==> config.mk <==
export PLATFORM = sky130hd
export DESIGN_NAME = dcache_tag_store
export DESIGN_NICKNAME = d
export VERILOG_FILES = /design/src/verilog/dcache_cfg_pkg.sv /design/src/verilog/dcache_tag_store.sv
export SDC_FILE = /design/constraint.sdc
export NUM_CORES = 2
export LEC_CHECK = 0
export BUFFER_PORTS_ARGS = -buffer_cell sky130_fd_sc_hd__clkbuf_2
export CAP_MARGIN = 20
export CELL_PAD_IN_SITES_DETAIL_PLACEMENT = 0
export CELL_PAD_IN_SITES_GLOBAL_PLACEMENT = 1
export CORE_MARGIN = 2
export CORE_UTILIZATION = 55
export CTS_CLUSTER_DIAMETER = 30
export CTS_CLUSTER_SIZE = 20
export DETAILED_ROUTE_END_ITERATION = 16
export PLACE_DENSITY_LB_ADDON = 0.1
export SLEW_MARGIN = 20
export SYNTH_ARGS = -nofsm -noshare
export SYNTH_HDL_FRONTEND = slang
export SYNTH_SLANG_ARGS = --single-unit
==> constraint.sdc <==
create_clock -name bus_clk -period 2.8 [get_ports bus_clk]
set_input_delay 0.42 -clock bus_clk [delete_from_list [all_inputs] [get_ports bus_clk]]
set_output_delay 0.42 -clock bus_clk [all_outputs]
set_load 0.005 [all_outputs]
==> src/verilog/dcache_cfg_pkg.sv <==
/*
 * cache geometry for the direct-mapped write-back data cache
 * line, depth, tag and beat sizes plus address field positions
 */
`default_nettype none

package dcache_cfg_pkg;

  // one line is four 32-bit words
  localparam int line_bits = 128;
  localparam int line_bytes = line_bits / 8;
  localparam int line_words = line_bits / 32;

  // 64 sets
  localparam int log2_depth = 6;
  localparam int depth = 2 ** log2_depth;

  // address split: tag | index | offset
  localparam int offset_bits = $clog2(line_bytes);
  localparam int index_bits = log2_depth;
  localparam int tag_bits = 32 - index_bits - offset_bits;

  // memory port is one word wide, so a line moves as line_words beats
  localparam int beats_per_line = line_words;
  localparam int beat_bits = $clog2(beats_per_line);

  // word select inside a line
  localparam int word_sel_bits = $clog2(line_words);

  // lsb positions of the address fields
  localparam int word_lsb = 2;
  localparam int index_lsb = offset_bits;
  localparam int tag_lsb = offset_bits + index_bits;

endpackage

`default_nettype wire
==> src/verilog/dcache_tag_store.sv <==
/*
 * tag store: tag array plus valid and dirty bits per set
 * registered lookup, hit compare and victim status
 */
`timescale 1ns/1ps
`default_nettype none

module dcache_tag_store
  import dcache_cfg_pkg::*;
(
  input  wire                  bus_clk,
  input  wire                  resetn,
  input  wire [index_bits-1:0] index,
  input  wire [tag_bits-1:0]   lookup_tag,
  input  wire                  tag_write,
  input  wire [tag_bits-1:0]   tag_value,
  input  wire                  dirty_set,
  input  wire                  invalidate,
  output logic                 hit,
  output logic                 victim_dirty,
  output logic [tag_bits-1:0]  victim_tag
);

  logic [tag_bits-1:0] tag_mem [depth];
  logic [depth-1:0]    valid_q;
  logic [depth-1:0]    dirty_q;

  // entry selected last cycle
  logic [tag_bits-1:0] tag_q;
  logic [tag_bits-1:0] lookup_tag_q;
  logic                valid_r;
  logic                dirty_r;

  // tag array, no reset
  always_ff @(posedge bus_clk)
  begin
    if (tag_write)
      tag_mem[index] <= tag_value;
    tag_q <= tag_mem[index];
    // keep the requested tag aligned with the read
    lookup_tag_q <= lookup_tag;
  end

  always_ff @(posedge bus_clk or negedge resetn)
  begin
    if (!resetn)
    begin
      valid_q <= '0;
      dirty_q <= '0;
      valid_r <= 1'b0;
      dirty_r <= 1'b0;
    end
    else
    begin
      // refill installs a clean line
      if (tag_write)
      begin
        valid_q[index] <= 1'b1;
        dirty_q[index] <= 1'b0;
      end
      // write hit
      if (dirty_set)
        dirty_q[index] <= 1'b1;
      // flush walk drops the set
      if (invalidate)
      begin
        valid_q[index] <= 1'b0;
        dirty_q[index] <= 1'b0;
      end
      valid_r <= valid_q[index];
      dirty_r <= dirty_q[index];
    end
  end

  assign hit = valid_r & (tag_q == lookup_tag_q);
  // only a valid dirty line needs a writeback
  assign victim_dirty = valid_r & dirty_r;
  assign victim_tag = tag_q;

endmodule

`default_nettype wire

==> metrics.yaml <==
timing:
  period_share: 0.974
  setup_violations: 0
  slew_violations: 0
  setup_tns_ps: 0
  tightest_slew_ps: 1120
  clock_skew_ps: 56.9
  fin_crit_ps: 2730
  slew-limit-headroom: 0.253
  fmax_mhz: 367
  hold_viol: 0
worst_setup_path:
  r2r_cells: 5
  critPathLaunchType: "flop"
  setup.worst_path.class: "reg -> out"
  end_kind: "output pin"
  cp-startpoint: "victim_tag[19]"
  cp.arrival_ps: 2310
  r2r-start: "tag_mem[15][2]"
  cp.required_ps: 2380
  timing.reg2reg.setup_slack_ps: 80
  crit_fanout: 2
  reg2reg_to: "victim_tag[2]"
routing:
  wl_per_cell_um: 33.8
  via_count: 40823
  ant_nets: 0
  vias_per_cell: 6.80
  dr.pass1.iters: 7
  remaining_drc_errors: 0
  drt_iter0_markers: 6407
  postRouteWirelength_um: 203000
floorplanning:
  coreArea_um2: 111000
  ios: 79
  die_x_um: 338
  std_cell_rows: 122
  floorplan.initialDensity: 0.554
  die_h_um: 338
  die-area_um2: 114000
clocking:
  clockBufferDepth: 4
  clock_latency_ps: 880
  cts-root-buf: "clkbuf_16"
  h-tree-depth: 5
  path_clk_slew_ps: 50
  cts_buffers: 319
  cts_sinks: 1582
  cts_tree: "yes"
  post-cts-setup-buffers: 0
synthesis:
  yosysSeqAreaShare: 0.758
  ys.flop_type: "edfxtp_1"
  yosysWarnings: 0
  synth_cell_types: 58
  ys_ff_latch: 1582
  synth_edf_count: 1408
  syn-num-nets: 3764
  postSynthAreaPerCell_um2: 16.5
  netlist_instances: 3709
  syn_area_um2: 61200
  async_flop_share: 0.0822
grt:
  overflow: 0
  grt_pass1_vias: 40475
  grt_antenna_before_repair: 11
  grt_max_degree: 68
  grt.total_usage: 0.358
  grt_pass1_wl_um: 288000
worst_hold_path:
  hold_depth: 1
  holdCritPathClass: "in -> reg"
  worstHoldStart: "tag_value[2]"
  hold_end: "tag_mem[11][2]"
job:
  cap_violations: 0
placed_design:
  place.gp.congestion: 0.917
  dp_hpwl_um: 124000
  port_buffers: 78
layout:
  regArea_um2: 46400
  multi_input_area_um2: 13700
  fillers: 7081
  layout.nets: 4317
  syn_to_final_growth_pct: 27.6
  utilization: 0.707
  drive_gt1_frac: 0.274
power_and_ir_drop:
  totalPowerFinal_mw: 67.4
  power_density_nw_per_um2: 863
  irDropWorstVdd_uv: 866
  p_leak_nw: 26.5
status:
  status: "completed"
report_power, final:
group	leakage (nW)	internal, mW	switching (mW)	total (mW)
logic	6.94	1.35	2.43	3.79
clock network	5.08	24.8	12.2	37.0
registers	14.5	26.2	0.366	26.6
worst max-delay path, cell delays in order (launching register included):
cell and delay (ps):
dfxtp_1 450, xor2_1 150, nor4_2 310, nand4_1 220, nor3_2 160, clkbuf_2 130
Yosys cell counts (all sizes together) (6+ instances only):
library cell  count  area, um^2
nor3             19        95.1
a221oi          324        2840
nand2            52         195
o2111ai          10        87.6
or3              12        75.1
a2bb2oi           9        78.8
xnor2             7        61.3
a31oi            29         181
nand4            15        93.8
mux2i           106        1060
a222oi           19         190
dfxtp            44         881
and4b             9        90.1
o221ai            6        52.6
o21ai           269        1350
nand3            12        60.1
a211oi           53         398
dfrtp           130        3250
a21oi           120         601
a32oi            26         228
xor2             15         131
a22oi           159        1190
mux2             40         450
nor2b            16         100
edfxtp         1408       42300
o22ai            47         294
clkbuf          152         571
buf             152         851
nor2            312        1170
o32ai            11        96.3
mux4             85        1910
routing by layer:
metal | track usage | part of all wire | up-vias
met2 | 0.541 | 0.46 | 2997
met3 | 0.0950 | 0.12 | 510
met5 | 0 | 0.00015 | -
met4 | 0.155 | 0.042 | 4
met1 | 0.495 | 0.38 | 20827
li1 | - | - | 16485
worst max path at each step:
stage | endpoint | slack (ps) | cells after the start
4_1_cts | hit | 0.4 | 6
3_5_place_dp | victim_tag[2] | -380 | 7
3_3_place_gp | victim_tag[1] | -390 | 8
2_1_floorplan | tag_mem[30][0] | -190 | 8
6_report | hit | 70 | 5
5_1_grt | hit | -60 | 5
flip-flops by register name, summed over array words and instances, names as in the netlist:
signal        cells
dirty_q          64
tag_mem        1408
valid_q          64
victim_tag       22
dirty_r           1
lookup_tag_q     22
valid_r           1
cells by family after synthesis:
kind of cell	after synthesis	share of synthesized area
flops	1582	0.758
compound gates	1094	0.126
simple gates	471	0.0335
buf+inv	309	0.0235
mux	231	0.0560
xor+xnor	22	0.00315
stage by stage:
step	hold WS (ps)	instance area [um^2]	cells	worst slack (ps)
2_1_floorplan	124	61300	3709	-189
3_3_place_gp	456	67200	5406	-388
3_5_place_dp	454	67200	5406	-384
4_1_cts	28.2	78100	5998	0.442
5_1_grt	47.6	78100	5998	-55.4
6_report	51.7	78100	6002	72.9
repair_timing:
item | in CTS | in global routing
pin swaps | 0 | 2
gates resized for setup | 12 | 7
setup endpoints to repair | 1 | 1
hold buffers | 23 | 0
hold endpoints to repair | 76 | 0
cloned | 0 | 0
final cells by class:
class / instances / share of cell area
multi-input combinational: 1818 / 0.175
clock buffer: 378 / 0.107
clock inverter: 191 / 0.0285
tap: 1488 / 0.0238
sequential: 1582 / 0.594
inverter: 5 / 0.000320
timing repair buffer: 536 / 0.0704
antenna: 4 / 0.000128
cell usage in the layout, fill, tap and decap left out, drive strengths merged, types with 4 or more instances in the layout:
cell	n
nor4	5
xnor2	7
o21ai	269
clkbuf	450
bufinv	38
nand4	15
clkinvlp	33
o32ai	11
mux2	40
diode	4
and4b	9
and2	5
nand3	12
a31oi	29
nor2	312
a211oi	53
nor2b	16
mux4	85
o2111ai	10
dfrtp	130
a222oi	19
dfxtp	44
inv	27
o22ai	47
dlygate4sd3	23
edfxtp	1408
mux2i	106
or3	12
buf	441
nand2	52
a32oi	26
a221oi	324
a21oi	120
a22oi	159
o221ai	6
xor2	15
clkinv	98
nor3	19
a2bb2oi	9
No activity file was read; power rests on OpenSTA's default activity.
