**config.mk**
```make
export PLATFORM = sky130hd
export DESIGN_NAME = dcache_wb_buffer
export DESIGN_NICKNAME = d
export VERILOG_FILES = /design/src/verilog/dcache_cfg_pkg.sv /design/src/verilog/dcache_bus_pkg.sv /design/src/verilog/dcache_wb_buffer.sv
export SDC_FILE = /design/constraint.sdc
export NUM_CORES = 1
export LEC_CHECK = 0
export ABC_AREA = 1
export BUFFER_PORTS_ARGS = -buffer_cell sky130_fd_sc_hd__buf_2
export CAP_MARGIN = 20
export CELL_PAD_IN_SITES_DETAIL_PLACEMENT = 0
export CELL_PAD_IN_SITES_GLOBAL_PLACEMENT = 1
export CORE_AREA = 2 2 142 144
export DETAILED_ROUTE_END_ITERATION = 8
export DIE_AREA = 0 0 144 146
export PLACE_DENSITY_LB_ADDON = 0.1
export SYNTH_ARGS = -nofsm -noshare
export SYNTH_HDL_FRONTEND = slang
export SYNTH_SLANG_ARGS = --single-unit
export TNS_END_PERCENT = 10
```
**constraint.sdc**
```tcl
create_clock -name bus_clk -period 1.3 [get_ports bus_clk]
set_input_delay 0.26 -clock bus_clk [delete_from_list [all_inputs] [get_ports bus_clk]]
set_output_delay 0.26 -clock bus_clk [all_outputs]
set_load 0.1 [all_outputs]
```
**src/verilog/dcache_cfg_pkg.sv**
```systemverilog
/*
 * cache geometry for the direct-mapped write-back data cache
 * line, depth, tag and beat sizes plus address field positions
 */
`default_nettype none

package dcache_cfg_pkg;

  // one line is four 32-bit words
  localparam int line_bits = 128;
  localparam int line_bytes = line_bits / 8;
  localparam int line_words = line_bits / 32;

  // 64 sets
  localparam int log2_depth = 6;
  localparam int depth = 2 ** log2_depth;

  // address split: tag | index | offset
  localparam int offset_bits = $clog2(line_bytes);
  localparam int index_bits = log2_depth;
  localparam int tag_bits = 32 - index_bits - offset_bits;

  // memory port is one word wide, so a line moves as line_words beats
  localparam int beats_per_line = line_words;
  localparam int beat_bits = $clog2(beats_per_line);

  // word select inside a line
  localparam int word_sel_bits = $clog2(line_words);

  // lsb positions of the address fields
  localparam int word_lsb = 2;
  localparam int index_lsb = offset_bits;
  localparam int tag_lsb = offset_bits + index_bits;

endpackage

`default_nettype wire
```
**src/verilog/dcache_bus_pkg.sv**
```systemverilog
/*
 * bus types for the data cache
 * cpu request, memory request and response structs
 * memory opcode and controller state enums
 */
`default_nettype none

package dcache_bus_pkg;

  import dcache_cfg_pkg::*;

  // cpu side, held unchanged until bus_wait drops
  typedef struct packed {
    logic                  en;
    logic                  wren;
    logic                  flush;
    logic [31:0]           address;
    // line-wide write port with byte enables
    logic [line_bytes-1:0] byteen;
    logic [line_bits-1:0]  writedata;
  } cpu_req_t;

  typedef enum logic [0:0] {
    op_read  = 1'b0,
    op_write = 1'b1
  } mem_op_e;

  // memory request, transfers on valid and mem_ready
  typedef struct packed {
    logic        valid;
    mem_op_e     op;
    logic [31:0] addr;
    logic [31:0] wdata;
  } mem_req_t;

  // one read beat per rvalid
  typedef struct packed {
    logic        rvalid;
    logic [31:0] rdata;
  } mem_rsp_t;

  typedef enum logic [2:0] {
    st_idle,
    st_lookup,
    st_capture,
    st_fill_req,
    st_fill,
    st_refill_write,
    st_flush_scan,
    st_flush_wait
  } ctrl_state_e;

endpackage

`default_nettype wire

```
**src/verilog/dcache_wb_buffer.sv**
```systemverilog
/*
 * one-line writeback buffer
 * holds a victim line, drains it as word beats on the memory port,
 * flags a fill that targets the held line
 */
`timescale 1ns/1ps
`default_nettype none

module dcache_wb_buffer
  import dcache_cfg_pkg::*;
  import dcache_bus_pkg::*;
(
  input  wire                   bus_clk,
  input  wire                   resetn,
  input  wire                   victim_load,
  input  wire [31:0]            victim_addr,
  input  wire [line_bits-1:0]   victim_line,
  input  wire [31:0]            fill_addr,
  input  wire                   wb_grant,
  input  wire                   mem_ready,
  output mem_req_t              wb_req,
  output logic                  wb_busy,
  output logic                  fill_conflict
);

  localparam logic [beat_bits-1:0] last_beat = beat_bits'(beats_per_line - 1);

  // held victim, payload only
  logic [line_bits-1:0]      line_q;
  logic [31:offset_bits]     line_addr_q;
  logic [beat_bits-1:0]      beat_q;
  logic                      beat_done;

  // beat accepted by memory
  assign beat_done = wb_busy & wb_grant & mem_ready;

  always_ff @(posedge bus_clk)
  begin
    if (victim_load)
    begin
      line_q <= victim_line;
      line_addr_q <= victim_addr[31:offset_bits];
    end
  end

  always_ff @(posedge bus_clk or negedge resetn)
  begin
    if (!resetn)
    begin
      wb_busy <= 1'b0;
      beat_q <= '0;
    end
    else if (victim_load)
    begin
      wb_busy <= 1'b1;
      beat_q <= '0;
    end
    else if (beat_done)
    begin
      beat_q <= beat_q + 1'b1;
      // empty after the last word
      if (beat_q == last_beat)
        wb_busy <= 1'b0;
    end
  end

  // word writes at ascending addresses
  always_comb
  begin
    wb_req.valid = wb_busy;
    wb_req.op = op_write;
    wb_req.addr = {line_addr_q, beat_q, {word_lsb{1'b0}}};
    wb_req.wdata = line_q[beat_q*32 +: 32];
  end

  // memory still holds stale data for the held line
  assign fill_conflict = wb_busy & (line_addr_q == fill_addr[31:offset_bits]);

endmodule

`default_nettype wire

```
==> results.yml, run 1 <==
synth:
  syn_area_per_cell_sq_um: 12.61
  yosysSeqAreaShare_pct: 75.48
  ys_warn_count: 0
  synth_top_area_share_pct: 74.29
  netlist_area_sq_um: 6306
  ys_seq_elements: 159
  synthTopCellsByArea: "edfxtp_1 (74%), nor2_1 (5.5%), o21ai_0 (5.0%)"
  synth.distinct_cells: 22
  synth_cells: 500
  synth_top_area_cell: "edfxtp_1"
layout:
  syn_to_final_growth_pct: 83.67
  final_cell_mix: "buf_2 (187), edfxtp_1 (156), dlygate4sd3_1 (78), buf_12 (73), nor2_1 (70)"
  seqCellArea_sq_um: 4767
  final_nets: 1114
  n_antenna_cell: 0
  nFillCells: 1568
  multiInputGateArea_sq_um: 1795
  final_layout_size_suffix_gt1_share_pct: 46.66
  fin_util_pct: 59.90
  final_common_cell: "buf_2"
sta:
  timing.fmax_mhz: 493.8
  finClkSkew_ns: 0.0004334
  setup_viol: 66
  period_share_pct: 155.8
  fin_ws_ns: -0.7251
  hold_violations: 0
  rsz0062_at_grt: "true"
  holdWs_ns: 0.01434
  slew_violations: 0
  layout_min_cycle_time_ns: 2.025
place:
  dp_worst_setup_slack_ns: -0.3587
  hpwl_mm: 12.83
  gp_congestion: 0.7800
  io_buffers: 253
setup_path:
  worstSetupPathType: "reg2out"
  end_kind: "primary output"
  cp_max_fo: 10
  crit_required_ns: 1.04
  rr_worst_depth: 4
  cp_slowest_cell: "dfrtp_4"
  crit_chain: "buf_4 -> o21ai_0 -> buf_4 -> o22ai_4 -> buf_12"
  crit_buf_inv: 3
  crit_top_cell: "buf_4"
  cp-start-kind: "register"
  crit_arrival_ns: 1.77
  timing.reg2reg.setup_slack_ns: -0.07
  cp_slowest_stage_delay_ns: 0.52
  cp_top_family: "buffers and inverters"
  r2r_start: "beat_q[0]"
  timing.rr.end: "beat_q[1]"
min_path:
  min-delay-start: "victim_line[33]"
  min_path_type: "in2reg"
  holdPathEnd: "line_q[33]"
  min_path_cells: 1
clocking:
  cts_max_level: 4
  clock-sinks: 159
  clk_latency_ns: 0.41
  cts_made_buffers: 17
  cts_tree: "built"
  clock_path_buffers: 2
  clkTransAtPathRegs_ns: 0.07
  cts-root-buf: "clkbuf_16"
floorplanning:
  core.rowCount: 51
  ios: 265
  die_w_um: 144
  coreArea_sq_um: 19330
  die_y_um: 146
  die_area_sq_um: 21020
  start_util_pct: 32.62
pwr:
  cellLeakagePower_uw: 0.004870
  ir_drop_mv: 1.041
  power.total_uw: 15500
  power.density_nw_per_um2: 1338
outcome:
  outcome: "finished with violations"
  violations: "negative setup slack"
grt:
  grt_overflow: 0
  antenna_found_initial: 0
  global_route.usage.total_pct: 17.56
  grt_pass1_vias: 5460
  grt_max_degree: 49
  grt_pass1_wl_mm: 28.13
drt:
  postRouteAntennaNets: 0
  drtIter0Drc: 192
  via_count: 5237
  vias_per_cell: 4.390
  drc_errors: 0
  post_drt_wl_per_cell_um: 15.06
  first_pass_iters: 4
  drt_wl_total_mm: 17.97
job:
  drv_cap: 0
==> registers in the layout, summed over array words and instances (netlist names) <==
register	cells
wb_busy	1
line_addr_q	28
line_q	128
beat_q	2
==> power by group <==
group / total [uW] / switching [uW] / leakage [uW] / internal, uW
combinational: 4480 / 2660 / 0.00304 / 1820
clock: 4760 / 2090 / 0.000268 / 2670
sequential: 6260 / 181 / 0.00156 / 6080
total: 15500 / 4930 / 0.00487 / 10600
==> cell families (layout without fill, tap and decap cells) <==
kind of cell | count (synthesis) | count (layout) | share of synthesized area [%]
AOI/OAI and AO/OA | 103 | 103 | 8.849
xor gates and xnor gates | 2 | 2 | 0.2778
and+or+nand+nor | 165 | 165 | 9.940
DFF | 159 | 159 | 75.48
adders and majority gates | 1 | 1 | 0.1984
buffers and inverters | 68 | 495 | 5.139
other | 2 | 3 | 0.1191
==> repair_timing <==
item	in CTS	in global routing
gates cloned	1	0
resized for setup	93	13
hold endpoints to repair	73	7
setup buffers	2	4
pin swaps	0	10
hold buffers	71	7
endpoints found under the setup margin	66	66
==> synth_stat cells <==
| cell | n |
|---|---|
| xnor2_1 | 1 |
| o21ai_1 | 7 |
| buf_6 | 6 |
| inv_1 | 42 |
| o21ai_0 | 63 |
| conb_1 | 2 |
| clkbuf_1 | 9 |
| ha_1 | 1 |
| nand3_1 | 4 |
| o22ai_1 | 32 |
| dfrtp_1 | 3 |
| inv_4 | 1 |
| edfxtp_1 | 156 |
| buf_2 | 4 |
| inv_2 | 1 |
| xor2_1 | 1 |
| buf_4 | 4 |
| nand2_1 | 67 |
| or2_2 | 1 |
| o211ai_1 | 1 |
| clkbuf_2 | 1 |
| nor2_1 | 93 |
==> how the worst max path moves through the flow <==
stage | start | endpoint | slack, ns | cells after the start
finish | beat_q[0] | wb_req[27] | -0.73 | 5
floorplan | line_addr_q[13] | fill_conflict | -0.91 | 8
global placement | beat_q[0] | wb_req[28] | -0.33 | 5
CTS | beat_q[0] | wb_req[8] | -0.75 | 5
global route | beat_q[0] | wb_req[6] | -0.81 | 5
detailed placement | beat_q[0] | wb_req[3] | -0.36 | 4
==> metrics by stage <==
| step | instances | TNS [ns] | area [sq um] |
|---|---|---|---|
| detailed placement | 1077 | -10.37 | 9907 |
| floorplan | 501 | -24.41 | 6783 |
| global placement | 1077 | -9.825 | 9907 |
| global route | 1193 | -31.09 | 11580 |
| finish | 1193 | -26.71 | 11580 |
| CTS | 1182 | -28.38 | 11440 |
==> metal layers <==
layer | wire (um) | GRT usage [%]
met3 | 1372 | 5.265
met1 | 7306 | 21.57
met5 | 0 | 0
met2 | 9193 | 30.19
met4 | 99 | 4.265
==> final cells by class <==
cell class	count	area share (%)
repair buffers	420	34.13
clock buffers	18	3.705
multi-input cells	274	15.50
inverters	44	1.512
clock inverters	13	1.134
flip-flops and latches	159	41.16
well taps	265	2.863
Note: power is estimated with default switching activity, not from simulation.
==> inputs of run 2 (changes only) <==
BUFFER_PORTS_ARGS = -buffer_cell sky130_fd_sc_hd__buf_4   (was -buffer_cell sky130_fd_sc_hd__buf_2)
SETUP_SLACK_MARGIN = 0.3   (was default)
==> run 2 against run 1 <==
The flow still finishes with violations (negative setup slack); first-iteration DRC count shrank 7.8%; via count is 4.6% higher; critical path depth is the same; non-clock buffer count grew 44; setup slack worse by 0.021 ns; largest power group unchanged.
==> results.yml, run 2 (synthesized netlist as in run 1, its figures left out) <==
sta:
  layout_min_cycle_time_ns: 2.046
  fin_ws_ns: -0.7459
  rsz0062_at_grt: "true"
  hold_violations: 0
  holdWs_ns: 0.02126
  timing.fmax_mhz: 488.8
  slew_violations: 0
  period_share_pct: 157.4
  finClkSkew_ns: 0.0005124
  setup_viol: 66
layout:
  seqCellArea_sq_um: 4767
  top_register: "line_q"
  multiInputGateArea_sq_um: 1759
  final_common_cell: "buf_4"
  final_nets: 1158
  largest_register_ffs: 128
  stdcell_area_sq_um: 12500
  final_cells: 1238
  final_layout_size_suffix_gt1_share_pct: 41.21
  fin_util_pct: 64.64
  largestRegisters: "line_q x128, line_addr_q x28, beat_q x2"
  n_antenna_cell: 0
  final_cell_mix: "buf_4 (212), edfxtp_1 (156), dlygate4sd3_1 (148), nor2_1 (80), nand2_1 (67)"
  syn_to_final_growth_pct: 98.19
  nFillCells: 1438
setup_path:
  cp-start-kind: "register"
  crit_required_ns: 1.04
  end_kind: "primary output"
  cp_max_fo: 18
  crit_arrival_ns: 1.79
  worstSetupPathType: "reg2out"
clocking:
  clock-sinks: 159
  clk_latency_ns: 0.42
  clkTransAtPathRegs_ns: 0.07
  cts_made_buffers: 17
  cts-root-buf: "clkbuf_16"
  cts_tree: "built"
  clock_path_buffers: 2
  cts_max_level: 4
floorplanning:
  coreArea_sq_um: 19330
  core.rowCount: 51
  start_util_pct: 32.62
  die_w_um: 144
  die_area_sq_um: 21020
  ios: 265
  die_y_um: 146
drt:
  drc_errors: 0
  postRouteAntennaNets: 0
  drtIter0Drc: 177
  first_pass_iters: 4
  vias_per_cell: 4.423
  via_count: 5476
  post_drt_wl_per_cell_um: 15.89
  drt_wl_total_mm: 19.67
outcome:
  violations: "negative setup slack"
  outcome: "finished with violations"
place:
  dp_cells: 1054
  gp_congestion: 0.7927
  hpwl_mm: 12.91
  dpl-instance-area_sq_um: 9482
  io_buffers: 253
grt:
  grt_overflow: 0
  antenna_found_initial: 1
  grt_pass1_vias: 5747
  grt_max_degree: 42
  global_route.usage.total_pct: 18.45
  grt_pass1_wl_mm: 29.64
pwr:
  cellLeakagePower_uw: 0.005204
  power.density_nw_per_um2: 1301
  ir_drop_mv: 0.8283
job:
  drv_cap: 0
min_path:
  min_path_type: "in2reg"
run 2: cell types whose count changed in the layout (fill, tap and decap cells not counted), sizes merged:
cell and delta:
dlygate4sd3 +70, buf -27, clkinv -4, inv +3, bufinv +2, clkbuf +1
run 2: routing by layer:
layer / wire, um / track usage, % / vias up
li1: - / - / 2670
met1: 7894 / 21.93 / 2582
met4: 298 / 5.098 / 2
met3: 1217 / 5.331 / 26
met5: 13 / 0 / -
met2: 10240 / 32.40 / 196
run 2: worst paths after layout:
path | slack (ns) | depth (start not counted) | from | end
hold / removal | 0.02 | 1 | victim_addr[27] | line_addr_q[27]
hold reg to reg | 0.64 | 3 | wb_busy | wb_busy
setup reg to reg | -0.01 | 4 | beat_q[0] | beat_q[1]
max in group asynchronous | 1.00 | 2 | resetn | beat_q[1]
setup / recovery | -0.75 | 5 | beat_q[0] | wb_req[4]
min in group asynchronous | 0.19 | 2 | resetn | beat_q[0]
run 2: report_power, final:
| group | leakage (uW) | internal (uW) | switching [uW] | total [uW] |
|---|---|---|---|---|
| sequential | 0.00156 | 6080 | 177 | 6260 |
| clock | 0.000298 | 3100 | 2210 | 5300 |
| combinational | 0.00335 | 1990 | 2710 | 4710 |
run 2: metrics by stage:
step | total power, uW | setup slack, ns | TNS (ns)
detailed placement | 9977 | -0.3965 | -11.69
global route | 16850 | -0.8045 | -30.58
CTS | 16320 | -0.7566 | -27.44
finish | 16270 | -0.7459 | -26.56
global placement | 9932 | -0.3585 | -11.06
floorplan | 8726 | -0.9143 | -24.55
run 2: area by class of cell:
class	instances	area share (%)
clock inverter	14	1.552
clock buffer	18	3.434
sequential	159	38.14
inverter	44	1.402
timing repair buffer	464	38.74
tap	265	2.653
multi-input combinational	274	14.08
run 2: worst max-delay path, cell delays in order, from the launching register on:
cell and delay [ns]:
dfrtp_4 0.53, inv_8 0.08, buf_12 0.16, o21ai_0 0.29, o22ai_4 0.12, buf_12 0.18
run 2: what timing repair did:
action / CTS / global route
cloned: 0 / 1
gates resized for setup: 230 / 31
hold buffers: 134 / 14
pin swaps: 0 / 3
hold endpoints to repair: 136 / 14
setup buffers: 0 / 3
endpoints found under the setup margin: 68 / 68
==> inputs of run 3 (changes only) <==
SETUP_SLACK_MARGIN = default   (was 0.3)
==> run 3 against run 2 <==
The run still ends with negative setup slack left; combinational power is 0.8% higher; die area stayed put; routed wire length is 0.14% higher; clock-buffer cell count stayed put; critical path depth stayed put; utilization is 0.54 points higher; register-to-register slack better by 0.09 ns; first-iteration DRC count is 9.6% higher; sequential share of layout area is 0.32 points lower; via count is 1.8% higher.
==> results.yml, run 3 (synthesized netlist as in run 1, its figures left out) <==
floorplanning:
  start_util_pct: 32.62
  ios: 265
  die_area_sq_um: 21020
  die_w_um: 144
  die_y_um: 146
  coreArea_sq_um: 19330
  core.rowCount: 51
place:
  dpl-instance-area_sq_um: 9467
  io_buffers: 253
  gp_congestion: 0.8169
  hpwl_mm: 12.50
  dp_cells: 1056
  dp_worst_setup_slack_ns: -0.3701
grt:
  grt_max_degree: 37
  antenna_found_initial: 1
  grt_pass1_vias: 5851
  grt_overflow: 0
  global_route.usage.total_pct: 18.40
  grt_pass1_wl_mm: 29.63
pwr:
  power.internal_uw: 10820
  power.density_nw_per_um2: 1266
  p_sw_share_pct: 32.15
  power.sequential.fraction_pct: 39.2
  comb_power_share_pct: 29.8
  ir_drop_mv: 0.8705
  switchingPower_uw: 5129
  p_clk_share_pct: 31.0
  cellLeakagePower_uw: 0.005247
sta:
  rsz0062_at_grt: "true"
  timing.fmax_mhz: 489.0
  tns_ns: -26.38
  fin_ws_ns: -0.7450
  setup_viol: 65
  layout_min_cycle_time_ns: 2.045
  period_share_pct: 157.3
  finClkSkew_ns: 0.005845
  slew_violations: 0
  hold_violations: 0
drt:
  vias_per_cell: 4.474
  post_drt_wl_per_cell_um: 15.81
  drc_errors: 0
  drtIter0Drc: 194
  first_pass_iters: 4
  via_count: 5574
  postRouteAntennaNets: 0
  drt_wl_total_mm: 19.69
clocking:
  clkTransAtPathRegs_ns: 0.06
  clock-sinks: 159
  cts-root-buf: "clkbuf_16"
  cts_max_level: 4
  clock_path_buffers: 2
  cts_tree: "built"
  clk_latency_ns: 0.42
  cts_made_buffers: 17
setup_path:
  crit_required_ns: 1.04
  crit_arrival_ns: 1.78
  cp-start-kind: "register"
  end_kind: "primary output"
  cp_max_fo: 15
  worstSetupPathType: "reg2out"
layout:
  largestRegisters: "line_q x128, line_addr_q x28, beat_q x2"
  syn_to_final_growth_pct: 99.86
  final_nets: 1165
  top_register: "line_q"
  final_common_cell: "buf_4"
  stdcell_area_sq_um: 12600
  fin_util_pct: 65.18
  final_cells: 1246
  final_layout_size_suffix_gt1_share_pct: 41.43
  final_cell_mix: "buf_4 (214), edfxtp_1 (156), dlygate4sd3_1 (152), nor2_1 (80), buf_12 (68)"
  largest_register_ffs: 128
min_path:
  min_path_type: "in2reg"
job:
  drv_cap: 0
outcome:
  violations: "negative setup slack"
  outcome: "finished with violations"
## run 3: cell types whose count changed in the layout (fill, tap and decap cells not counted), sizes merged
cell         change
clkbuf           +3
clkinv           +3
bufinv           -2
dlygate4sd3      +4
inv              -1
diode            +1
## run 3: power by group through the flow
stage	logic, uW	clock network (uW)	registers, uW
2_1_floorplan	1880	0	6830
3_3_place_gp	3590	0	6310
3_5_place_dp	3610	0	6330
4_1_cts	4630	5070	6240
5_1_grt	4960	5270	6290
6_report	4750	4950	6250
## run 3: final timing paths
| check | startpoint | to | slack (ns) | cells past startpoint |
|---|---|---|---|---|
| setup / recovery | beat_q[0] | wb_req[29] | -0.74 | 5 |
| hold / removal | victim_line[88] | line_q[88] | 0.02 | 1 |
| setup reg to reg | beat_q[0] | beat_q[1] | 0.08 | 4 |
| hold reg to reg | wb_busy | wb_busy | 0.64 | 3 |
| max in group asynchronous | resetn | beat_q[1] | 1.00 | 2 |
| min in group asynchronous | resetn | wb_busy | 0.18 | 2 |
## run 3: layout make-up
| class | count | area [sq um] |
|---|---|---|
| Clock inverter | 14 | 150.1 |
| Fill cell | 1435 | 6731 |
| Inverter | 44 | 175.2 |
| Multi-Input combinational cell | 274 | 1770 |
| Timing Repair Buffer | 471 | 4977 |
| Clock buffer | 18 | 429.2 |
| Sequential cell | 159 | 4767 |
| Tap cell | 265 | 331.6 |
| Antenna cell | 1 | 2.502 |
## run 3: metrics by stage
step           hold WS (ns)  power, uW
2_1_floorplan      -0.03559       8708
3_3_place_gp        0.06047       9904
3_5_place_dp        0.05862       9940
4_1_cts            0.001046      15940
5_1_grt          -0.0006169      16520
6_report            0.01985      15950
## run 3: what timing repair did
action                                 4_1_cts  5_1_grt
hold buffers                               148        4
resized for setup                          219       55
setup buffers                                0        1
setup endpoints to repair                   65       66
cloned                                       0        4
pin swaps                                    2        6
endpoints found under the hold margin      150        4
## run 3: critical path, stage by stage (launching register included)
cell	delay [ns]
dfrtp_4	0.54
inv_8	0.14
clkbuf_16	0.20
nor2_1	0.08
o22ai_4	0.19
buf_12	0.20
## run 3: per-layer routing
| metal | global-route usage, % | up-vias | share of wire, % |
|---|---|---|---|
| li1 | - | 2685 | - |
| met1 | 21.59 | 2659 | 40 |
| met2 | 32.14 | 206 | 51 |
| met3 | 5.857 | 24 | 7.7 |
| met4 | 5.245 | 0 | 1.4 |
| met5 | 0 | - | 0 |
