`config.mk`:
```
export PLATFORM = sky130hd
export DESIGN_NAME = dcache_ctrl
export DESIGN_NICKNAME = d
export VERILOG_FILES = /design/src/verilog/dcache_cfg_pkg.sv /design/src/verilog/dcache_bus_pkg.sv /design/src/verilog/dcache_ctrl.sv
export SDC_FILE = /design/constraint.sdc
export NUM_CORES = 1
export LEC_CHECK = 0
export BUFFER_PORTS_ARGS = -buffer_cell sky130_fd_sc_hd__buf_4
export CAP_MARGIN = 20
export CORE_AREA = 2 2 156 158
export DETAILED_ROUTE_END_ITERATION = 10
export DIE_AREA = 0 0 158 160
export PLACE_DENSITY = 0.46
export SETUP_SLACK_MARGIN = 0.2
export SKIP_CTS_REPAIR_TIMING = 1
export SYNTH_ARGS = -nofsm -noshare
export SYNTH_HDL_FRONTEND = slang
export SYNTH_SLANG_ARGS = --single-unit
```
`constraint.sdc`:
```
create_clock -name bus_clk -period 2.15 [get_ports bus_clk]
set_clock_uncertainty 0.1 [all_clocks]
set_input_delay 0.215 -clock bus_clk [delete_from_list [all_inputs] [get_ports bus_clk]]
set_output_delay 0.215 -clock bus_clk [all_outputs]
set_load 0.005 [all_outputs]
```
`src/verilog/dcache_cfg_pkg.sv`:
```
/*
 * cache geometry for the direct-mapped write-back data cache
 * line, depth, tag and beat sizes plus address field positions
 */
`default_nettype none

package dcache_cfg_pkg;

  // one line is four 32-bit words
  localparam int line_bits = 128;
  localparam int line_bytes = line_bits / 8;
  localparam int line_words = line_bits / 32;

  // 64 sets
  localparam int log2_depth = 6;
  localparam int depth = 2 ** log2_depth;

  // address split: tag | index | offset
  localparam int offset_bits = $clog2(line_bytes);
  localparam int index_bits = log2_depth;
  localparam int tag_bits = 32 - index_bits - offset_bits;

  // memory port is one word wide, so a line moves as line_words beats
  localparam int beats_per_line = line_words;
  localparam int beat_bits = $clog2(beats_per_line);

  // word select inside a line
  localparam int word_sel_bits = $clog2(line_words);

  // lsb positions of the address fields
  localparam int word_lsb = 2;
  localparam int index_lsb = offset_bits;
  localparam int tag_lsb = offset_bits + index_bits;

endpackage

`default_nettype wire
```
`src/verilog/dcache_bus_pkg.sv`:
```
/*
 * bus types for the data cache
 * cpu request, memory request and response structs
 * memory opcode and controller state enums
 */
`default_nettype none

package dcache_bus_pkg;

  import dcache_cfg_pkg::*;

  // cpu side, held unchanged until bus_wait drops
  typedef struct packed {
    logic                  en;
    logic                  wren;
    logic                  flush;
    logic [31:0]           address;
    // line-wide write port with byte enables
    logic [line_bytes-1:0] byteen;
    logic [line_bits-1:0]  writedata;
  } cpu_req_t;

  typedef enum logic [0:0] {
    op_read  = 1'b0,
    op_write = 1'b1
  } mem_op_e;

  // memory request, transfers on valid and mem_ready
  typedef struct packed {
    logic        valid;
    mem_op_e     op;
    logic [31:0] addr;
    logic [31:0] wdata;
  } mem_req_t;

  // one read beat per rvalid
  typedef struct packed {
    logic        rvalid;
    logic [31:0] rdata;
  } mem_rsp_t;

  typedef enum logic [2:0] {
    st_idle,
    st_lookup,
    st_capture,
    st_fill_req,
    st_fill,
    st_refill_write,
    st_flush_scan,
    st_flush_wait
  } ctrl_state_e;

endpackage

`default_nettype wire

```
`src/verilog/dcache_ctrl.sv`:
```
/*
 * cache controller FSM
 * lookup, victim capture, fill, refill, flush walk
 * and memory port arbitration between fill reads and writebacks
 */
`timescale 1ns/1ps
`default_nettype none

module dcache_ctrl
  import dcache_cfg_pkg::*;
  import dcache_bus_pkg::*;
(
  input  wire                   bus_clk,
  input  wire                   resetn,
  input  wire cpu_req_t         cpu_req,
  input  wire                   hit,
  input  wire                   victim_dirty,
  input  wire                   wb_busy,
  input  wire                   fill_conflict,
  input  wire mem_req_t         wb_req,
  input  wire                   mem_ready,
  input  wire mem_rsp_t         mem_rsp,
  output logic [index_bits-1:0] index,
  output logic                  tag_write,
  output logic                  dirty_set,
  output logic                  invalidate,
  output logic                  cpu_write,
  output logic                  fill_we,
  output logic [beat_bits-1:0]  fill_beat,
  output logic                  victim_load,
  output logic [31:0]           fill_addr,
  output logic                  wb_grant,
  output mem_req_t              mem_req,
  output logic                  bus_wait,
  output logic                  cache_hit,
  output logic                  cache_miss,
  output logic                  flush_done
);

  localparam logic [beat_bits-1:0] last_beat = beat_bits'(beats_per_line - 1);

  ctrl_state_e           state;
  ctrl_state_e           state_n;
  logic [31:0]           addr_q;
  logic [index_bits-1:0] flush_cnt;
  logic                  scan_phase;
  logic [beat_bits-1:0]  fill_beat_q;
  logic                  wb_hold_q;
  logic                  fill_go;

  assign fill_addr = {addr_q[31:offset_bits], {offset_bits{1'b0}}};
  assign fill_beat = fill_beat_q;

  // fill read waits for a conflicting victim and for a stalled wb beat
  assign fill_go = (state == st_fill_req) & ~fill_conflict & ~wb_hold_q;
  // buffer owns the port unless a fill is outstanding
  assign wb_grant = ~(fill_go | (state == st_fill));

  assign cache_hit = (state == st_lookup) & hit;
  assign cache_miss = (state == st_lookup) & ~hit;

  always_comb
  begin
    case (state)
      st_idle:       index = cpu_req.address[index_lsb +: index_bits];
      st_flush_scan: index = flush_cnt;
      st_flush_wait: index = flush_cnt;
      default:       index = addr_q[index_lsb +: index_bits];
    endcase
  end

  always_comb
  begin
    case (state)
      st_idle:       bus_wait = 1'b0;
      st_lookup:     bus_wait = ~hit;
      st_flush_wait: bus_wait = wb_busy;
      default:       bus_wait = 1'b1;
    endcase
  end

  // memory port mux
  always_comb
  begin
    mem_req = '0;
    if (fill_go)
    begin
      mem_req.valid = 1'b1;
      mem_req.op = op_read;
      mem_req.addr = fill_addr;
    end
    else if (wb_grant)
      mem_req = wb_req;
  end

  always_comb
  begin
    state_n = state;
    tag_write = 1'b0;
    dirty_set = 1'b0;
    invalidate = 1'b0;
    cpu_write = 1'b0;
    fill_we = 1'b0;
    victim_load = 1'b0;
    flush_done = 1'b0;
    case (state)
      st_idle:
        if (cpu_req.en)
          state_n = cpu_req.flush ? st_flush_scan : st_lookup;
      st_lookup:
        if (hit)
        begin
          // write hit merges bytes and marks the line
          cpu_write = cpu_req.wren;
          dirty_set = cpu_req.wren;
          state_n = st_idle;
        end
        else if (victim_dirty)
          state_n = st_capture;
        else
          state_n = st_fill_req;
      // victim line and tag are still on the store outputs
      st_capture:
        if (!wb_busy)
        begin
          victim_load = 1'b1;
          state_n = st_fill_req;
        end
      st_fill_req:
        if (fill_go && mem_ready)
          state_n = st_fill;
      st_fill:
        if (mem_rsp.rvalid)
        begin
          fill_we = 1'b1;
          // tag goes in with the last beat
          if (fill_beat_q == last_beat)
          begin
            tag_write = 1'b1;
            state_n = st_refill_write;
          end
        end
      // re-read the new line before the second lookup
      st_refill_write:
        state_n = st_lookup;
      st_flush_scan:
        if (scan_phase && !(victim_dirty && wb_busy))
        begin
          victim_load = victim_dirty;
          invalidate = 1'b1;
          if (&flush_cnt)
            state_n = st_flush_wait;
        end
      st_flush_wait:
        if (!wb_busy)
        begin
          flush_done = 1'b1;
          state_n = st_idle;
        end
      default:
        state_n = st_idle;
    endcase
  end

  always_ff @(posedge bus_clk or negedge resetn)
  begin
    if (!resetn)
    begin
      state <= st_idle;
      flush_cnt <= '0;
      scan_phase <= 1'b0;
      fill_beat_q <= '0;
      wb_hold_q <= 1'b0;
    end
    else
    begin
      state <= state_n;
      // wb beat shown but not taken, must stay on the port
      wb_hold_q <= wb_grant & wb_req.valid & ~mem_ready;
      if (state == st_idle)
      begin
        flush_cnt <= '0;
        scan_phase <= 1'b0;
      end
      else if (state == st_flush_scan)
      begin
        // first cycle reads the set, second one acts on it
        if (!scan_phase)
          scan_phase <= 1'b1;
        else if (invalidate)
        begin
          scan_phase <= 1'b0;
          flush_cnt <= flush_cnt + 1'b1;
        end
      end
      if (state == st_fill_req)
        fill_beat_q <= '0;
      else if (fill_we)
        fill_beat_q <= fill_beat_q + 1'b1;
    end
  end

  // request address for index and fill
  always_ff @(posedge bus_clk)
  begin
    if (state == st_idle && cpu_req.en)
      addr_q <= cpu_req.address;
  end

endmodule

`default_nettype wire

```
==> results of run 1 <==
## area by class of cell
type	count	share of cell area, %
Timing Repair Buffer	266	42.4
Multi-Input combinational cell	173	23.6
Sequential cell	41	22.3
Tap cell	324	7.73
Clock buffer	7	3.12
Antenna cell	10	0.477
Inverter	3	0.262
Clock inverter	1	0.119
## cell usage in the layout, fill, tap and decap left out, types with 3 or more instances in the layout
cell type / instances
or3_1: 6
mux2i_1: 7
nand2_1: 5
a22o_1: 28
nor3_2: 3
nor2_1: 10
nand3_1: 4
buf_4: 228
buf_12: 7
conb_1: 4
diode_2: 10
dfrtp_1: 11
clkbuf_16: 10
and3_1: 5
edfxtp_1: 28
o21ai_1: 6
nand2b_1: 3
o211ai_1: 7
dlygate4sd3_1: 25
a21oi_1: 8
xor2_1: 4
and2_1: 39
## path summary, 6_finish.rpt
path,startpoint,endpoint,cells after the start
setup / recovery,state[2],mem_req[60],7
hold / removal,cpu_req[151],addr_q[7],1
setup reg to reg,state[0],addr_q[7],5
hold reg to reg,fill_beat[0],fill_beat[0],1
max in group asynchronous,resetn,state[1],2
min in group asynchronous,resetn,fill_beat[1],2
## state kept, by name (all words and copies together) (netlist names)
name and flops:
fill_beat 2, state 3, scan_phase 1, addr_q 28, wb_hold_q 1, flush_cnt 6
## synthesized netlist by cell type, drive strengths merged
master   number
and2         42
a22o         28
edfxtp       28
buf          17
dfrtp        13
nor2         11
a21oi         8
o21ai         8
mux2i         7
o211ai        7
and3          6
clkbuf        6
or3           6
nand2         5
nand3         4
nor3          4
xor2          4
a31oi         3
inv           3
nand2b        3
a211oi        2
ha            2
nor2b         2
nor3b         2
o21bai        2
o31ai         2
xnor2         2
a2111oi       1
a21boi        1
a32o          1
and3b         1
conb          1
nand4         1
o22a          1
o41ai         1
or2           1
or4           1
## cells by family (layout without fill, tap and decap cells)
kind of cell | Yosys count | in the layout | synth area share, %
simple gates | 89 | 89 | 20.8
buf+inv | 26 | 277 | 6.28
fa+ha+maj | 2 | 2 | 1.00
mux | 7 | 7 | 2.81
other cells | 1 | 14 | 0.151
xor+xnor | 6 | 6 | 2.11
compound gates | 65 | 65 | 20.0
flops | 41 | 41 | 46.8
## where the power goes
group / total [mW] / internal (mW) / switching [mW]
logic: 3.29 / 1.82 / 1.46
clock network: 0.889 / 0.535 / 0.355
registers: 1.17 / 1.03 / 0.148
total: 5.35 / 3.39 / 1.97
## metal layers
metal / track usage, % / vias up / share of wire (%)
li1: - / 1392 / -
met2: 15.0 / 172 / 39
met1: 14.2 / 1354 / 43
met5: 0 / - / 0.36
met3: 10.2 / 17 / 17
met4: 2.58 / 8 / 0.90
## metrics by stage
stage,setup TNS [ps],cells,utilization (%)
global route,0,815,21.9
floorplan,0,240,-
global placement,0,769,19.1
finish,0,825,22.0
detailed placement,0,769,19.1
CTS,-7310,777,19.8
==> results.txt, run 1 <==
FMAX -> 0.486 GHz
Critical path capture point type -> primary output
Yosys cell types -> 43
Row cnt -> 57
Post-layout instance area -> 0.00525 sq mm
Peak supply drop -> 368 uV
Skew-Pair Late Insertion Delay -> 300 ps
PD cells -> 1020 mW/mm^2
Setup Slack @ Placement -> 185 ps
IO Port Bufs -> 217
Total gr overflow -> 0
Synthesized cell area -> 0.00249 sq mm
GRT Total Usage -> 11.6%
Req. time, crit path -> 1840 ps
Initial antenna violation count -> 16
Area of the multi-input gates -> 0.00124 sq mm
Drt first pass iters -> 4
Area share of the largest cell type after synthesis -> 33.8%
CTS Buffer Depth -> 2
Antenna Nets Post-Route -> 0
Worst EP arrival -> 1740 ps
Top Ports -> 402
Tot Pwr -> 5.35 mW
First-pass GRT wire length -> 20100 um
Worst Path Buf+Inv -> 4
HP Class -> input port to flop
Hold_ws -> 4.30 ps
Max incr delay on CP -> 390 ps
CTS HTree Levels -> 2
Worst setup margin -> 90.8 ps
Total number of vias -> 2943
Worst path most repeated cell -> buf_12
Yosys warns -> 0
Synth top area cells -> edfxtp_1, dfrtp_1, and2_1, a22o_1, mux2i_1
Slowest CP cell -> dfrtp_1
Top delay family on crit path -> buffers and inverters
Fin nets -> 777
Fillers -> 2685
Seq. cell area -> 0.00117 sq mm
Post-synth top area cell -> edfxtp_1
GP Congestion -> 0.718
Root Driver -> clkbuf_16
Vias in the first global route -> 2769
Final setup viols -> 0
RSZ-0062 raised after global routing -> true
Syn-to-layout area delta -> 111%
Final wirelength -> 16200 um
Worst-path clk slew -> 70 ps
DR DRC count -> 0
Worst path cell trace -> buf_6, nor3b_4, a31oi_4, buf_12, buf_12, a22o_1, buf_4
Die area -> 0.0253 sq mm
CTS Buf Count -> 5
Critical path class -> flop to primary output
Share of cells above drive strength 1 -> 54.4%
Via-per-instance ratio -> 3.57
Leak pwr -> 2.39 nW
Final hold violation count -> 0
WL per Instance -> 19.6 um
Synth Instances -> 237
Core Region -> 0.0238 sq mm
Min cycle time layout -> 2060 ps
Clk sink count -> 41
CP Launch Type -> flop
Worst R2R Setup Slack -> 240 ps
Detailed Place HPWL -> 13000 um
Crit path max fanout -> 25
TritonCTS clock tree -> done
Initial DRC count -> 121
Max_cap viols -> 0
Placed Instance Area -> 0.00455 sq mm
Synthesized area per cell -> 10.5 sq um
DIE WIDTH -> 158 um
Final Cycle Share -> 95.8%
Die span in y -> 160 um
Initial core utilization -> 10.5%
Slew Limit Fails -> 0
Sequential area share after synthesis -> 46.8%
Largest net degree at the start of global routing -> 51
Synthesized flop and latch total -> 41
Status -> complete, no violations
Note: power is estimated with default switching activity, not from simulation.
==> inputs of run 2 (changes only) <==
--- a/constraint.sdc
+++ b/constraint.sdc
@@ -3,3 +3,3 @@
 set_input_delay 0.215 -clock bus_clk [delete_from_list [all_inputs] [get_ports bus_clk]]
 set_output_delay 0.215 -clock bus_clk [all_outputs]
-set_load 0.005 [all_outputs]
+set_load 0.02 [all_outputs]
==> run 2 against run 1 <==
  * Global-route usage is 0.68 points higher
  * Clock power decreased by 13%
  * Via count is 2.2% higher
  * Final area is 1.1% higher
  * Sequential power barely moved
  * Final cell count fell by 0.61%
  * Worst setup slack got worse by 22 ps
  * Non-clock buffer count decreased by 3
  * Die area stayed put
  * Routed wire length up 11%
  * First-iteration DRC count grew 22%
  * Sequential share of layout area fell by 0.24 points
  * Critical path type unchanged
  * Highest routed layer unchanged
==> results.txt, run 2 (synthesis results as in run 1) <==
Worst EP arrival -> 1770 ps
Core Region -> 0.0238 sq mm
Initial DRC count -> 148
Die area -> 0.0253 sq mm
WL per Instance -> 21.9 um
Share of cells above drive strength 1 -> 55.7%
Vias in the first global route -> 2806
Setup Slack @ Placement -> 240 ps
Sw Pwr -> 2.82 mW
Final Core Density -> 22.3%
Sequential Power Share -> 19.2%
CP Launch Type -> flop
Clock power share -> 12.4%
DIE WIDTH -> 158 um
Row cnt -> 57
Hold Path Depth -> 1
Critical path capture point type -> primary output
Max reg flops -> 28
Initial core utilization -> 10.5%
Via-per-instance ratio -> 3.67
Peak supply drop -> 425 uV
PD cells -> 1170 mW/mm^2
Initial antenna violation count -> 15
Fillers -> 2641
Detailed Place HPWL -> 13600 um
Critical path class -> flop to primary output
Worst path most repeated cell -> buf_8
FMAX -> 0.480 GHz
CTS Buffer Depth -> 2
Min cycle time layout -> 2080 ps
Syn-to-layout area delta -> 113%
Max incr delay on CP -> 460 ps
RSZ-0062 raised after global routing -> true
Sw frac -> 45.4%
Total gr overflow -> 0
GP Congestion -> 0.773
CTS HTree Levels -> 2
IO Port Bufs -> 217
Area of the multi-input gates -> 0.00128 sq mm
Top Ports -> 402
Slowest CP cell -> dfrtp_2
Slew Limit Fails -> 0
Drt first pass iters -> 4
Die span in y -> 160 um
Hold_sp -> cpu_req[148]
Seq. cell area -> 0.00117 sq mm
Leak pwr -> 2.42 nW
First-pass GRT wire length -> 21000 um
RR Endpoint -> state[1]
R2R depth -> 6
Max_cap viols -> 0
Worst path cell trace -> nor3b_4, a31oi_4, buf_8, buf_8, a22o_1, buf_4
Final Cycle Share -> 96.8%
Antenna Nets Post-Route -> 0
Largest Register -> addr_q
Clk sink count -> 41
GRT Total Usage -> 12.3%
Worst Hold End -> addr_q[4]
Final wirelength -> 18000 um
Most frequent cells in the layout -> buf_4, and2_1, edfxtp_1
Root Driver -> clkbuf_16
Internal power -> 3.39 mW
Worst setup margin -> 68.4 ps
Worst-path clk slew -> 60 ps
CTS Buf Count -> 5
Final setup viols -> 0
Status -> complete, no violations
TritonCTS clock tree -> done
Combinational Power Share -> 68.4%
HP Class -> input port to flop
Commonest non-fill, non-tap cell in the layout -> buf_4
Final hold violation count -> 0
Reg2reg start -> state[2]
DR DRC count -> 0
Total number of vias -> 3007
Crit path max fanout -> 8
Largest net degree at the start of global routing -> 68
Top flop regs -> addr_q (28), flush_cnt (6), state (3)
Req. time, crit path -> 1840 ps
Skew-Pair Late Insertion Delay -> 290 ps
Fin nets -> 774
Worst R2R Setup Slack -> 380 ps
run 2: critical path: cells and delay by family (launching register included):
family / cells / cell delay (ps)
AOI/OAI and AO/OA: 2 / 330
buffers and inverters: 3 / 490
DFF: 1 / 460
and+or+nand+nor: 1 / 180
run 2: routing by layer:
layer	share of wire, %	global-route usage (%)	up-vias
li1	-	-	1379
met1	48	16.4	1411
met2	34	14.6	187
met3	17	10.5	18
met4	0.80	2.46	12
met5	0.38	0	-
run 2: power by group through the flow:
stage / sequential, mW / combinational [mW] / clock [mW]
6_report: 1.19 / 4.25 / 0.772
3_5_place_dp: 1.17 / 3.57 / 0
4_1_cts: 1.16 / 3.58 / 0.808
2_1_floorplan: 1.25 / 1.88 / 0
3_3_place_gp: 1.17 / 3.57 / 0
5_1_grt: 1.21 / 4.56 / 0.827
run 2: worst max-delay path by stage:
stage	from	endpoint	slack, ps
after floorplan	state[1]	addr_q[10]	240
after global placement	state[2]	mem_req[65]	230
after detailed placement	state[2]	mem_req[38]	240
after CTS	state[2]	mem_req[38]	-100
after global routing	state[2]	mem_req[1]	0.7
final	state[2]	mem_req[45]	70
run 2: cell type report:
type                    instances  area share (%)
repair buffers                263            43.0
multi-input cells             173            24.1
flip-flops and latches         41            22.0
well taps                     324            7.64
clock buffers                   5            2.36
diodes                          8           0.377
inverters                       3           0.259
clock inverters                 3           0.236
run 2: through the flow:
step	total power, mW	setup TNS, ps	instances	instance area (sq um)	hold slack (ps)
after global placement	4.74	0	768	4530	-20.4
after detailed placement	4.75	0	768	4530	-24.4
after global routing	6.60	0	812	5290	0.198
after floorplan	3.13	0	240	2500	-181
after CTS	5.55	-2490	776	4670	-346
final	6.21	0	820	5310	4.39
==> inputs of run 3 (changes only) <==
--- a/constraint.sdc
+++ b/constraint.sdc
@@ -3,3 +3,3 @@
 set_input_delay 0.215 -clock bus_clk [delete_from_list [all_inputs] [get_ports bus_clk]]
 set_output_delay 0.215 -clock bus_clk [all_outputs]
-set_load 0.02 [all_outputs]
+set_load 0.1 [all_outputs]
==> run 3 against run 2 <==
  * The run now ends with setup timing left
  * Register-to-register slack got worse by 40 ps
  * Maximum frequency is 5.3% lower
  * Non-clock buffer count up 2
  * Via count is essentially flat
  * Final cell count is 0.37% higher
  * Sequential power about the same
  * Critical path type unchanged
  * Largest power group unchanged
==> results.txt, run 3 (synthesis results as in run 1) <==
Critical path class -> flop to primary output
Final cell count without fillers -> 823
Slowest CP cell -> dfrtp_2
CTS HTree Levels -> 2
Die span in y -> 160 um
Share of cells above drive strength 1 -> 70.4%
DIE WIDTH -> 158 um
Detailed Place HPWL -> 13400 um
HP Class -> input port to flop
Total number of vias -> 3005
Core Region -> 0.0238 sq mm
Status -> complete, but fails checks
Vias in the first global route -> 2884
CP Launch Type -> flop
Max reg flops -> 28
Critical path capture point type -> primary output
Final Cycle Share -> 102%
Slew Limit Fails -> 0
Seq. cell area -> 0.00117 sq mm
Drt first pass iters -> 4
FMAX -> 0.455 GHz
Worst setup margin -> -49.2 ps
Initial antenna violation count -> 21
Worst-path clk slew -> 60 ps
Max_cap viols -> 0
Post-layout instance area -> 0.00641 sq mm
Worst path most repeated cell -> buf_12
Initial core utilization -> 10.5%
Area of the multi-input gates -> 0.00153 sq mm
Initial DRC count -> 156
Peak supply drop -> 999 uV
Final setup TNS -> -1200 ps
Syn-to-layout area delta -> 157%
TritonCTS clock tree -> done
Largest net degree at the start of global routing -> 51
Top Ports -> 402
Hold_ws -> 12.2 ps
Die area -> 0.0253 sq mm
Root Driver -> clkbuf_16
DR DRC count -> 0
GRT Total Usage -> 12.1%
Final wirelength -> 16300 um
Via-per-instance ratio -> 3.65
Failing checks -> setup timing
Dpl cells -> 772
Row cnt -> 57
Most frequent cells in the layout -> buf_4, buf_12, edfxtp_1, dlygate4sd3_1
Setup Slack @ Placement -> 133 ps
Antenna Nets Post-Route -> 0
Req. time, crit path -> 1840 ps
Min cycle time layout -> 2200 ps
Largest Register -> addr_q
WL per Instance -> 19.8 um
Hold Path Depth -> 1
RSZ-0062 raised after global routing -> true
Fin nets -> 776
Final Core Density -> 26.9%
Worst path cell trace -> nor3b_1, buf_4, a31oi_4, buf_12, buf_12, and2_2, buf_12
Tot Pwr -> 11.2 mW
IO Port Bufs -> 217
Placed Instance Area -> 0.00484 sq mm
First-pass GRT wire length -> 21100 um
Final hold violation count -> 0
R2R depth -> 7
PD cells -> 1740 mW/mm^2
Top flop regs -> addr_q (28), flush_cnt (6), state (3)
Final setup viols -> 51
Fillers -> 2556
GP Congestion -> 0.741
Worst EP arrival -> 1880 ps
CTS Buf Count -> 5
Leak pwr -> 2.79 nW
Max incr delay on CP -> 440 ps
Commonest non-fill, non-tap cell in the layout -> buf_4
CTS Buffer Depth -> 2
Clk sink count -> 41
Crit path max fanout -> 25
Total gr overflow -> 0
Skew-Pair Late Insertion Delay -> 290 ps
-- run 3: cell types whose count changed in the layout (fill, tap and decap cells not counted), moves of 8 or more --
cell,before,now
a22o_1,25,0
buf_6,14,6
a22o_2,0,22
buf_12,6,80
and2_1,34,1
and2_4,6,22
and2_2,2,18
buf_4,208,147
-- run 3: metal layers --
| layer | wire (um) | global-route usage, % | vias to the layer above |
|---|---|---|---|
| met5 | 156 | 0 | - |
| met2 | 5810 | 13.9 | 192 |
| met4 | 172 | 2.58 | 22 |
| met3 | 3650 | 13.1 | 30 |
| met1 | 6540 | 15.0 | 1375 |
| li1 | - | - | 1386 |
-- run 3: cell type report --
cell class              instances  share of cell area, %
diodes                          9                  0.351
inverters                       3                  0.254
repair buffers                265                   48.7
multi-input cells             173                   23.9
clock buffers                   5                   1.95
well taps                     324                   6.33
flip-flops and latches         41                   18.3
clock inverters                 3                  0.195
-- run 3: final timing paths --
kind / startpoint / endpoint / slack, ps
setup / recovery: state[2] / mem_req[17] / -50
hold / removal: cpu_req[151] / addr_q[7] / 10
setup reg to reg: state[1] / flush_cnt[1] / 340
hold reg to reg: fill_beat[0] / fill_beat[0] / 410
max in group asynchronous: resetn / state[2] / 1550
min in group asynchronous: resetn / fill_beat[0] / 210
-- run 3: power breakdown --
| part | switching, mW | leakage, nW | internal (mW) |
|---|---|---|---|
| logic | 6.06 | 2.30 | 3.17 |
| registers | 0.140 | 0.425 | 1.03 |
| clock network | 0.335 | 0.0687 | 0.421 |
-- run 3: worst max-delay path: cells and delay by family (launching register included) --
kind                   cells  cell delay (ps)
buffers and inverters      4              630
flip-flops                 1              440
AND/OR/NAND/NOR            2              340
AO/OA/AOI/OAI              1              160
